--- config.mk ---
export PLATFORM = sky130hd
export DESIGN_NAME = ex_unit
export DESIGN_NICKNAME = d
export VERILOG_FILES = /design/src/ex_pkg.sv /design/src/ex_alu.sv /design/src/ex_branch.sv /design/src/ex_mul.sv /design/src/ex_div.sv /design/src/ex_hilo.sv /design/src/ex_unit.sv
export VERILOG_INCLUDE_DIRS = /design/src /design/src/src
export SDC_FILE = /design/constraint.sdc
export NUM_CORES = 2
export LEC_CHECK = 0
export BUFFER_PORTS_ARGS = -buffer_cell sky130_fd_sc_hd__buf_2
export CAP_MARGIN = 20
export CORE_AREA = 2 2 383 385
export CTS_CLUSTER_DIAMETER = 80
export DETAILED_ROUTE_END_ITERATION = 16
export DIE_AREA = 0 0 385 387
export SYNTH_ARGS = -nofsm -noshare
export SYNTH_HDL_FRONTEND = slang
export SYNTH_SLANG_ARGS = --single-unit
export TNS_END_PERCENT = 5
--- constraint.sdc ---
create_clock -name clk -period 9.2 [get_ports clk]
set_input_delay 1.84 -clock clk [delete_from_list [all_inputs] [get_ports clk]]
set_output_delay 1.84 -clock clk [all_outputs]
set_load 0.02 [all_outputs]
--- src/ex_settings.svh ---
`ifndef EX_SETTINGS_SVH
`define EX_SETTINGS_SVH

// Data word width
`define EX_XLEN 32

// Multiplier pipeline depth, any value from 1 up
`define EX_MUL_STAGES 3

// One restoring step per quotient bit
`define EX_DIV_STEPS `EX_XLEN

`endif

--- src/ex_pkg.sv ---
`default_nettype none

package ex_pkg;

	// Operation carried alongside the instruction word
	typedef enum logic [5:0] {
		OP_ADD, OP_ADDU, OP_SUB, OP_SUBU,
		OP_ADDI, OP_ADDIU,
		OP_SLT, OP_SLTU, OP_SLTI, OP_SLTIU,
		OP_AND, OP_OR, OP_XOR, OP_NOR,
		OP_ANDI, OP_ORI, OP_XORI, OP_LUI,
		OP_SLL, OP_SRL, OP_SRA,
		OP_SLLV, OP_SRLV, OP_SRAV,
		OP_CLZ, OP_CLO,
		OP_MULT, OP_MULTU, OP_DIV, OP_DIVU,
		OP_MFHI, OP_MFLO, OP_MTHI, OP_MTLO,
		OP_BRANCH, OP_NOP
	} ex_op_e;

	// Branch conditions, encoded as in the decode stage
	typedef enum logic [2:0] {
		BR_EQ    = 3'b000,
		BR_NE    = 3'b001,
		BR_GEZ   = 3'b010,
		BR_GTZ   = 3'b011,
		BR_LEZ   = 3'b100,
		BR_LTZ   = 3'b101,
		BR_GEZAL = 3'b110,
		BR_LTZAL = 3'b111
	} br_cond_e;

	// Target of a move-to write
	typedef enum logic {
		HILO_HI,
		HILO_LO
	} hilo_sel_e;

	typedef struct packed {
		logic [5:0] opcode;
		logic [4:0] rs;
		logic [4:0] rt;
		logic [4:0] rd;
		logic [4:0] sa;
		logic [5:0] funct;
	} instr_r_t;

	typedef struct packed {
		logic [5:0]  opcode;
		logic [4:0]  rs;
		logic [4:0]  rt;
		logic [15:0] imm16;
	} instr_i_t;

	// Same 32 bits seen as R-type or I-type
	typedef union packed {
		instr_r_t r;
		instr_i_t i;
	} instr_word_u;

endpackage

`default_nettype wire

--- src/ex_alu.sv ---
`timescale 1ns/1ps
`default_nettype none

`include "ex_settings.svh"

module ex_alu (
	input  ex_pkg::ex_op_e      op,
	input  ex_pkg::instr_word_u instr,
	input  logic [31:0]         rs_data,
	input  logic [31:0]         rt_data,
	output logic [31:0]         alu_out,
	output logic                ovf
);

	import ex_pkg::*;

	logic        imm_sel;
	logic        imm_sext;
	logic [31:0] imm_ext;
	logic [31:0] srcb;
	logic [31:0] sum;
	logic [31:0] diff;
	logic [4:0]  shamt;
	logic [31:0] cnt_src;
	logic [5:0]  lead_cnt;
	logic        ovf_en;
	logic        ovf_raw;

	// Immediate forms and their extension
	assign imm_sel = (op == OP_ADDI) || (op == OP_ADDIU) || (op == OP_SLTI) ||
		(op == OP_SLTIU) || (op == OP_ANDI) || (op == OP_ORI) || (op == OP_XORI);
	assign imm_sext = (op == OP_ADDI) || (op == OP_ADDIU) || (op == OP_SLTI) ||
		(op == OP_SLTIU);
	assign imm_ext = imm_sext ? {{16{instr.i.imm16[15]}}, instr.i.imm16} :
		{16'b0, instr.i.imm16};

	assign srcb = imm_sel ? imm_ext : rt_data;
	assign sum  = rs_data + srcb;
	assign diff = rs_data - srcb;

	// Variable shifts take the amount from rs
	assign shamt = ((op == OP_SLLV) || (op == OP_SRLV) || (op == OP_SRAV)) ?
		rs_data[4:0] : instr.r.sa;

	// CLO is CLZ of the inverted word
	assign cnt_src = (op == OP_CLO) ? ~rs_data : rs_data;

	always_comb begin
		lead_cnt = 6'(`EX_XLEN);
		// Highest set bit wins since it is visited last
		for (int k = 0; k < `EX_XLEN; k++) begin
			if (cnt_src[k])
				lead_cnt = 6'(`EX_XLEN - 1 - k);
		end
	end

	// Signed overflow, trapping forms only
	assign ovf_en = (op == OP_ADD) || (op == OP_ADDI) || (op == OP_SUB);
	assign ovf_raw = (op == OP_SUB) ?
		((rs_data[31] != srcb[31]) && (diff[31] != rs_data[31])) :
		((rs_data[31] == srcb[31]) && (sum[31] != rs_data[31]));
	assign ovf = ovf_en & ovf_raw;

	always_comb begin
		case (op)
			OP_ADD, OP_ADDU, OP_ADDI, OP_ADDIU:
				alu_out = sum;
			OP_SUB, OP_SUBU:
				alu_out = diff;
			OP_SLT, OP_SLTI:
				alu_out = {31'b0, $signed(rs_data) < $signed(srcb)};
			OP_SLTU, OP_SLTIU:
				alu_out = {31'b0, rs_data < srcb};
			OP_AND, OP_ANDI:
				alu_out = rs_data & srcb;
			OP_OR, OP_ORI:
				alu_out = rs_data | srcb;
			OP_XOR, OP_XORI:
				alu_out = rs_data ^ srcb;
			OP_NOR:
				alu_out = ~(rs_data | srcb);
			OP_LUI:
				alu_out = {instr.i.imm16, 16'b0};
			OP_SLL, OP_SLLV:
				alu_out = rt_data << shamt;
			OP_SRL, OP_SRLV:
				alu_out = rt_data >> shamt;
			OP_SRA, OP_SRAV:
				alu_out = $signed(rt_data) >>> shamt;
			OP_CLZ, OP_CLO:
				alu_out = {26'b0, lead_cnt};
			default:
				alu_out = 32'b0;
		endcase
	end

	always_comb begin
		if ((op == OP_ADDU) || (op == OP_ADDIU) || (op == OP_SUBU) ||
			(op == OP_SLTU) || (op == OP_SLTIU)) begin
			assert (!ovf) else $error("overflow flagged on unsigned op %s", op.name());
		end
	end

endmodule

`default_nettype wire

--- src/ex_branch.sv ---
`timescale 1ns/1ps
`default_nettype none

module ex_branch (
	input  logic              valid,
	input  logic              is_branch,
	input  logic              guess_taken,
	input  ex_pkg::br_cond_e  cond,
	input  logic [31:0]       rs_data,
	input  logic [31:0]       rt_data,
	output logic              taken,
	output logic              mispredict
);

	import ex_pkg::*;

	logic equal;
	logic e0;
	logic g0;
	logic cond_hit;

	assign equal = (rs_data == rt_data);
	assign e0    = (rs_data == 32'd0);
	// Strictly positive
	assign g0    = ~rs_data[31] & ~e0;

	always_comb begin
		case (cond)
			BR_EQ:    cond_hit = equal;
			BR_NE:    cond_hit = !equal;
			BR_GEZ:   cond_hit = g0 | e0;
			BR_GTZ:   cond_hit = g0;
			BR_LEZ:   cond_hit = !g0;
			BR_LTZ:   cond_hit = !g0 && !e0;
			BR_GEZAL: cond_hit = g0 | e0;
			default:  cond_hit = !g0 && !e0;
		endcase
	end

	assign taken = valid & is_branch & cond_hit;

	// Wrong guess in either direction
	assign mispredict = valid & is_branch & (cond_hit != guess_taken);

endmodule

`default_nettype wire

--- src/ex_mul.sv ---
`timescale 1ns/1ps
`default_nettype none

`include "ex_settings.svh"

module ex_mul (
	input  logic        clk,
	input  logic        rst_n,
	input  logic        start,
	input  logic        is_signed,
	input  logic [31:0] srca,
	input  logic [31:0] srcb,
	output logic        done,
	output logic [31:0] hi,
	output logic [31:0] lo,
	output logic        in_flight
);

	localparam int STAGES = `EX_MUL_STAGES;

	logic signed [32:0] a_ext;
	logic signed [32:0] b_ext;
	logic signed [65:0] prod_full;
	logic [63:0]        prod_q [STAGES];
	logic [STAGES-1:0]  vld_q;

	// One extra bit makes unsigned operands non-negative
	assign a_ext = {is_signed & srca[31], srca};
	assign b_ext = {is_signed & srcb[31], srcb};
	assign prod_full = a_ext * b_ext;

	always_ff @(posedge clk or negedge rst_n) begin
		if (!rst_n) begin
			vld_q <= '0;
		end else begin
			vld_q[0] <= start;
			for (int k = 1; k < STAGES; k++)
				vld_q[k] <= vld_q[k-1];
		end
	end

	always_ff @(posedge clk) begin
		prod_q[0] <= prod_full[63:0];
		for (int k = 1; k < STAGES; k++)
			prod_q[k] <= prod_q[k-1];
	end

	assign done      = vld_q[STAGES-1];
	assign hi        = prod_q[STAGES-1][63:32];
	assign lo        = prod_q[STAGES-1][31:0];
	assign in_flight = |vld_q;

	// Fixed latency, the HI/LO arbiter relies on it
	a_mul_latency: assert property (@(posedge clk) disable iff (!rst_n)
		start |-> ##STAGES done);

endmodule

`default_nettype wire

--- src/ex_div.sv ---
`timescale 1ns/1ps
`default_nettype none

`include "ex_settings.svh"

module ex_div (
	input  logic        clk,
	input  logic        rst_n,
	input  logic        start,
	input  logic        is_signed,
	input  logic        ack,
	input  logic [31:0] srca,
	input  logic [31:0] srcb,
	output logic        busy,
	output logic        done,
	output logic [31:0] quot,
	output logic [31:0] rem
);

	localparam int CNT_W = $clog2(`EX_DIV_STEPS);

	logic [CNT_W-1:0] cnt_q;
	logic             running_q;
	logic             done_q;
	logic             last_step;
	logic [31:0]      a_mag;
	logic [31:0]      b_mag;
	logic [31:0]      rem_q;
	logic [31:0]      q_q;
	logic [31:0]      d_q;
	logic             qneg_q;
	logic             rneg_q;
	logic             dz_q;
	logic [32:0]      diff;

	assign a_mag = (is_signed && srca[31]) ? -srca : srca;
	assign b_mag = (is_signed && srcb[31]) ? -srcb : srcb;
	assign last_step = (cnt_q == CNT_W'(`EX_DIV_STEPS - 1));

	// Trial subtract of the divisor from the shifted partial remainder
	assign diff = {rem_q, q_q[31]} - {1'b0, d_q};

	always_ff @(posedge clk or negedge rst_n) begin
		if (!rst_n) begin
			running_q <= 1'b0;
			done_q    <= 1'b0;
			cnt_q     <= '0;
		end else if (start) begin
			running_q <= 1'b1;
			cnt_q     <= '0;
		end else if (running_q) begin
			cnt_q <= cnt_q + 1'b1;
			if (last_step) begin
				running_q <= 1'b0;
				done_q    <= 1'b1;
			end
		end else if (done_q && ack) begin
			done_q <= 1'b0;
		end
	end

	always_ff @(posedge clk) begin
		if (start) begin
			rem_q  <= 32'b0;
			q_q    <= a_mag;
			d_q    <= b_mag;
			qneg_q <= is_signed & (srca[31] ^ srcb[31]);
			rneg_q <= is_signed & srca[31];
			dz_q   <= (srcb == 32'b0);
		end else if (running_q) begin
			rem_q <= diff[32] ? {rem_q[30:0], q_q[31]} : diff[31:0];
			q_q   <= {q_q[30:0], ~diff[32]};
		end
	end

	// Remainder takes the dividend sign
	assign quot = dz_q ? 32'hffff_ffff : (qneg_q ? -q_q : q_q);
	assign rem  = rneg_q ? -rem_q : rem_q;
	assign busy = running_q | done_q;
	assign done = done_q;

	a_div_no_overlap: assert property (@(posedge clk) disable iff (!rst_n)
		start |-> !busy);

endmodule

`default_nettype wire

--- src/ex_hilo.sv ---
`timescale 1ns/1ps
`default_nettype none

module ex_hilo (
	input  logic              clk,
	input  logic              rst_n,
	input  logic              mul_done,
	input  logic              mul_in_flight,
	input  logic              div_busy,
	input  logic              div_done,
	input  logic [31:0]       mul_hi,
	input  logic [31:0]       mul_lo,
	input  logic [31:0]       div_quot,
	input  logic [31:0]       div_rem,
	input  logic [31:0]       mt_data,
	input  logic              mt_req,
	input  ex_pkg::hilo_sel_e mt_sel,
	input  logic              rd_req,
	output logic              div_ack,
	output logic              stall,
	output logic [31:0]       hi,
	output logic [31:0]       lo
);

	import ex_pkg::*;

	logic mul_pending;
	logic gnt_mul;
	logic gnt_mt;
	logic gnt_div;

	assign mul_pending = mul_done | mul_in_flight;

	// Multiplier cannot wait, then move-to, then divider
	assign gnt_mul = mul_done;
	assign gnt_mt  = mt_req & ~mul_pending;
	assign gnt_div = div_done & ~gnt_mul & ~gnt_mt;
	assign div_ack = gnt_div;

	// Moves and reads wait behind older HI/LO producers
	assign stall = (mt_req & mul_pending) | (rd_req & (mul_pending | div_busy));

	always_ff @(posedge clk or negedge rst_n) begin
		if (!rst_n) begin
			hi <= 32'b0;
			lo <= 32'b0;
		end else if (gnt_mul) begin
			hi <= mul_hi;
			lo <= mul_lo;
		end else if (gnt_mt) begin
			if (mt_sel == HILO_HI)
				hi <= mt_data;
			else
				lo <= mt_data;
		end else if (gnt_div) begin
			hi <= div_rem;
			lo <= div_quot;
		end
	end

	a_one_grant: assert property (@(posedge clk) disable iff (!rst_n)
		$onehot0({gnt_mul, gnt_mt, gnt_div}));

endmodule

`default_nettype wire

--- src/ex_unit.sv ---
`timescale 1ns/1ps
`default_nettype none

module ex_unit (
	input  logic                clk,
	input  logic                rst_n,
	input  logic                issue_valid,
	input  ex_pkg::ex_op_e      op,
	input  ex_pkg::br_cond_e    cond,
	input  ex_pkg::instr_word_u instr,
	input  logic [31:0]         rs_data,
	input  logic [31:0]         rt_data,
	input  logic                guess_taken,
	output logic                stall,
	output logic                result_valid,
	output logic                int_ovf,
	output logic                mispredict,
	output logic [31:0]         result,
	output logic [4:0]          reg_waddr,
	output logic [31:0]         hi,
	output logic [31:0]         lo
);

	import ex_pkg::*;

	logic        accept;
	logic        is_mult;
	logic        is_div;
	logic        is_mt;
	logic        is_mf;
	logic        is_imm;
	logic        is_branch;
	logic        is_link;
	logic        no_write;
	logic        hilo_stall;
	logic [31:0] alu_out;
	logic        alu_ovf;
	logic        mul_done;
	logic        mul_in_flight;
	logic [31:0] mul_hi;
	logic [31:0] mul_lo;
	logic        div_busy;
	logic        div_done;
	logic        div_ack;
	logic [31:0] div_quot;
	logic [31:0] div_rem;

	assign is_mult   = (op == OP_MULT) || (op == OP_MULTU);
	assign is_div    = (op == OP_DIV) || (op == OP_DIVU);
	assign is_mt     = (op == OP_MTHI) || (op == OP_MTLO);
	assign is_mf     = (op == OP_MFHI) || (op == OP_MFLO);
	assign is_branch = (op == OP_BRANCH);
	assign is_link   = is_branch && ((cond == BR_GEZAL) || (cond == BR_LTZAL));
	assign is_imm    = (op == OP_ADDI) || (op == OP_ADDIU) || (op == OP_SLTI) ||
		(op == OP_SLTIU) || (op == OP_ANDI) || (op == OP_ORI) || (op == OP_XORI) ||
		(op == OP_LUI);
	assign no_write  = is_mult || is_div || is_mt || (is_branch && !is_link) ||
		(op == OP_NOP);

	// A second divide waits for the first to drain
	assign stall  = hilo_stall | (issue_valid & is_div & div_busy);
	assign accept = issue_valid & ~stall;

	ex_alu u_alu (
		.op      (op),
		.instr   (instr),
		.rs_data (rs_data),
		.rt_data (rt_data),
		.alu_out (alu_out),
		.ovf     (alu_ovf)
	);

	ex_branch u_branch (
		.valid       (accept),
		.is_branch   (is_branch),
		.guess_taken (guess_taken),
		.cond        (cond),
		.rs_data     (rs_data),
		.rt_data     (rt_data),
		.taken       (),
		.mispredict  (mispredict)
	);

	ex_mul u_mul (
		.clk       (clk),
		.rst_n     (rst_n),
		.start     (accept & is_mult),
		.is_signed (op == OP_MULT),
		.srca      (rs_data),
		.srcb      (rt_data),
		.done      (mul_done),
		.hi        (mul_hi),
		.lo        (mul_lo),
		.in_flight (mul_in_flight)
	);

	ex_div u_div (
		.clk       (clk),
		.rst_n     (rst_n),
		.start     (accept & is_div),
		.is_signed (op == OP_DIV),
		.ack       (div_ack),
		.srca      (rs_data),
		.srcb      (rt_data),
		.busy      (div_busy),
		.done      (div_done),
		.quot      (div_quot),
		.rem       (div_rem)
	);

	ex_hilo u_hilo (
		.clk           (clk),
		.rst_n         (rst_n),
		.mul_done      (mul_done),
		.mul_in_flight (mul_in_flight),
		.div_busy      (div_busy),
		.div_done      (div_done),
		.mul_hi        (mul_hi),
		.mul_lo        (mul_lo),
		.div_quot      (div_quot),
		.div_rem       (div_rem),
		.mt_data       (rs_data),
		.mt_req        (issue_valid & is_mt),
		.mt_sel        ((op == OP_MTHI) ? HILO_HI : HILO_LO),
		.rd_req        (issue_valid & is_mf),
		.div_ack       (div_ack),
		.stall         (hilo_stall),
		.hi            (hi),
		.lo            (lo)
	);

	// Link data arrives on rt
	always_comb begin
		if (op == OP_MFHI)
			result = hi;
		else if (op == OP_MFLO)
			result = lo;
		else if (is_link)
			result = rt_data;
		else
			result = alu_out;
	end

	assign reg_waddr = is_link ? 5'd31 : (is_imm ? instr.i.rt : instr.r.rd);
	assign result_valid = accept & ~no_write;
	assign int_ovf = accept & alu_ovf;

endmodule

`default_nettype wire

==> impl_metrics.csv <==
group,metric,value,unit
outcome,outcome,"finished clean",
finish,areaGrowthSynthToFinish,16.18,%
cts,postCtsHoldBufs,0,
drt,drtPass1Iterations,6,
worst_hold_path,min_path_type,"flop to flop",
grt,grt_pass1_vias,58894,
synth,ys.flop_type,"dfxtp_1",
synth,async_flop_share,0.2027,
synth,yosys.area.top_type_share,0.3477,
cts,cts_root_buf,"clkbuf_16",
setup_path,arrival,9660,ps
setup_path,cp.required,9690,ps
synth,synth_top_family_by_area,"adder cells",
finish,fillCellCount,13569,
finish,final_util,0.5209,
sta,setup-violations-final,0,
setup_path,r2r_slack,4660,ps
drt,detailedRoute.firstIterationViolations,7030,
floorplan,die_w,385,um
floorplan,design.core.area,0.1449,mm2
run,maxCapViolCount,0,
synth,ys_types,107,
finish,layout-drive-gt1-share,0.1589,
placement,io_buffers,202,
drt,avgRoutedWirePerCell,29.21,um
sta,hold_viol_final,0,
synth,ys_warn_count,0,
grt,grt_pass1_wl,421700,um
drt,vias,59632,
drt,antenna_left,0,
drt,wl,295000,um
sta,finClkSkew,41.50,ps
synth,synth_top_cell_by_area,"fa_1",
cts,cts_tree,"built",
cts,cts.clk_slew.worst_paths,60,ps
sta,maxSlewViolCount,0,
placement,gp_congestion,1.116,
synth,synth_fa_ha_area_frac,0.4205,
worst_hold_path,hold_path_end,"u_mul.prod_q[0][168]$_DFF_P_",
cts,cts_buffer_depth,3,
worst_hold_path,whs_path_depth,0,
grt,gr-total-overflow,0,
grt,grt_start_max_net_pins,95,
synth,synth_compound_area_frac,0.1329,
synth,synthMuxAreaShare,0.02843,
sta,worst_pin_slew,1294,ps
setup_path,reg2reg_from,"u_div.running_q$_DFF_PN0_",
synth,ys_seq_elements,365,
setup_path,critPathMaxStageDelay,580,ps
synth,synth_edf_count,67,
cts,clkLatencyLatePin,640,ps
grt,track_usage,0.3949,
drt,drt-vias-per-instance,5.905,
sta,min_period,9167,ps
setup_path,endpoint_kind,"flop",
setup_path,reg2regPathDepth,13,
synth,syn_avg_cell_area,8.616,um2
cts,clkSinkCount,365,
synth,synthTopCellsByArea,"fa_1 (35%), ha_1 (7.3%), inv_1 (7.0%), dfxtp_1 (6.9%), nand2_1 (5.9%)",
sta,slew_headroom,0.1319,
floorplan,fp-row-count,140,
synth,synth-simple-area-share,0.1554,
grt,antenna_found_initial,44,
setup_path,startpoint_type,"primary input",
synth,yosysSeqAreaShare,0.1285,
synth,syn-cell-area,0.06495,mm2
drt,drc_errors,0,
setup_path,crit_slowest_cell,"fa_1",
setup_path,r2r_end,"u_div.q_q[31]$_DFFE_PP_",
sta,fin_crit_sh,0.9964,
placement,dpl.hpwl,246000,um
floorplan,io_pins,214,
cts,h-tree-depth,2,
setup_path,worst_path_most_repeated_cell,"fa_1",
synth,postSynthCellCount,7538,
setup_path,path_class,"primary input to flop",
floorplan,die_h,387,um
synth,synth_nets,9153,
worst_hold_path,min_from,"u_mul.prod_q[0][104]$_DFF_P_",
finish,layout.nets,9739,
cts,cts_buffers,44,
sta,fmax,109.1,MHz
sta,grt_setup_unrepaired,"yes",
floorplan,initial_core_util,0.4483,
setup_path,crit_path_max_fanout,11,
floorplan,dieArea,0.1490,mm2
synth,synth-xor-area-share,0.03250,
==> area by class of cell <==
cell class	instances	area [um2]	area share
timing repair buffer	1036	7968	0.1056
antenna	24	60.06	0.0007960
inverter	1242	4677	0.06198
sequential	365	8353	0.1107
multi-input combinational	5435	50430	0.6683
tap	1917	2399	0.03179
clock inverter	24	279.0	0.003698
clock buffer	56	1292	0.01713
==> layout by cell type (no fill, tap or decap), types with 42 or more instances in the layout <==
cell | synthesis | routed
buf_2 | 36 | 189
nor2_1 | 436 | 432
nand2_1 | 1014 | 1013
buf_12 | 0 | 50
mux2i_1 | 119 | 117
dfxtp_1 | 224 | 224
o21ai_0 | 205 | 192
and2_1 | 255 | 254
inv_1 | 1216 | 1207
o211ai_1 | 45 | 45
xnor2_1 | 153 | 151
buf_4 | 7 | 783
a31oi_1 | 52 | 51
nor3_1 | 107 | 100
clkbuf_16 | 0 | 49
nand3_1 | 141 | 140
nand2b_1 | 42 | 42
a211oi_1 | 103 | 101
dfrtp_1 | 74 | 72
a21o_1 | 69 | 69
ha_1 | 378 | 371
edfxtp_1 | 67 | 67
a21oi_1 | 404 | 396
fa_1 | 1128 | 1119
xor2_1 | 83 | 83
==> how the worst max path moves through the flow <==
| stage | slack, ps | endpoint | from |
|---|---|---|---|
| 6_report | 30 | u_mul.prod_q[0][63]$_DFF_P_ | op[5] |
| 5_1_grt | -190 | u_mul.prod_q[0][63]$_DFF_P_ | op[5] |
| 4_1_cts | -70 | u_mul.prod_q[0][63]$_DFF_P_ | op[2] |
| 3_5_place_dp | -1040 | u_mul.prod_q[0][60]$_DFF_P_ | rs_data[20] |
| 3_3_place_gp | -970 | u_mul.prod_q[0][60]$_DFF_P_ | rs_data[20] |
| 2_1_floorplan | 2 | u_mul.prod_q[0][62]$_DFF_P_ | rs_data[11] |
==> kinds of logic (layout without fill, tap and decap cells) <==
logic type                 count (synthesis)  after routing
adders and majority gates               1506           1506
muxes                                    162            162
xor gates and xnor gates                 238            238
DFF                                      365            365
buffers and inverters                   1738           2358
AOI/OAI and AO/OA                       1312           1312
other                                      0             24
and+or+nand+nor                         2217           2217
==> cell usage after synthesis, types with 36 or more instances <==
cell type,number
inv_1,1216
fa_1,1128
nand2_1,1014
nor2_1,436
a21oi_1,404
clkbuf_1,379
ha_1,378
and2_1,255
dfxtp_1,224
o21ai_0,205
xnor2_1,153
nand3_1,141
mux2i_1,119
nor3_1,107
a211oi_1,103
xor2_1,83
dfrtp_1,74
buf_1,73
a21o_1,69
edfxtp_1,67
a31oi_1,52
o211ai_1,45
nand2b_1,42
a221oi_1,37
nand4_1,37
buf_2,36
o21a_1,36
==> worst max-delay path: cells and delay by family <==
family | cells | cell delay (ps)
adder cells (fa/ha/maj) | 9 | 4350
buffers and inverters | 11 | 1290
AND/OR/NAND/NOR | 4 | 750
XOR/XNOR | 1 | 130
AO/OA/AOI/OAI | 6 | 1250
==> sequential cells by signal, indices dropped and copies added (netlist names), 3 cells and up <==
register	cells
u_div.cnt_q	5
u_div.d_q	32
u_div.q_q	32
u_div.rem_q	32
u_hilo.hi	32
u_hilo.lo	32
u_mul.prod_q	192
u_mul.vld_q	3
==> through the flow <==
stage	std cells	setup TNS, ps	hold slack (ps)	area, um2	setup WS, ps
after floorplan	7538	0	309.6	65070	1.553
after global placement	9979	-16160	310.1	73340	-967.8
after detailed placement	9980	-18060	312.1	73350	-1040
after CTS	10063	-100.4	298.5	75010	-67.11
after global routing	10086	-1402	310.3	75420	-194.9
final	10099	0	311.3	75450	33.02
==> what timing repair did <==
action                     in CTS  in global routing
setup endpoints to repair      15                 23
setup buffers                   3                  7
pin swaps                       4                 26
resized for setup              22                 61
==> routing by layer <==
layer	vias up	GRT usage	part of all wire
li1	25447	-	-
met1	29889	0.5394	0.40
met2	3526	0.5597	0.41
met3	748	0.08808	0.11
met4	22	0.2605	0.081
met5	-	0	0.00055
Power is not shown: default switching activity piles up to over one toggle a cycle in this logic, so the estimate is an artifact.
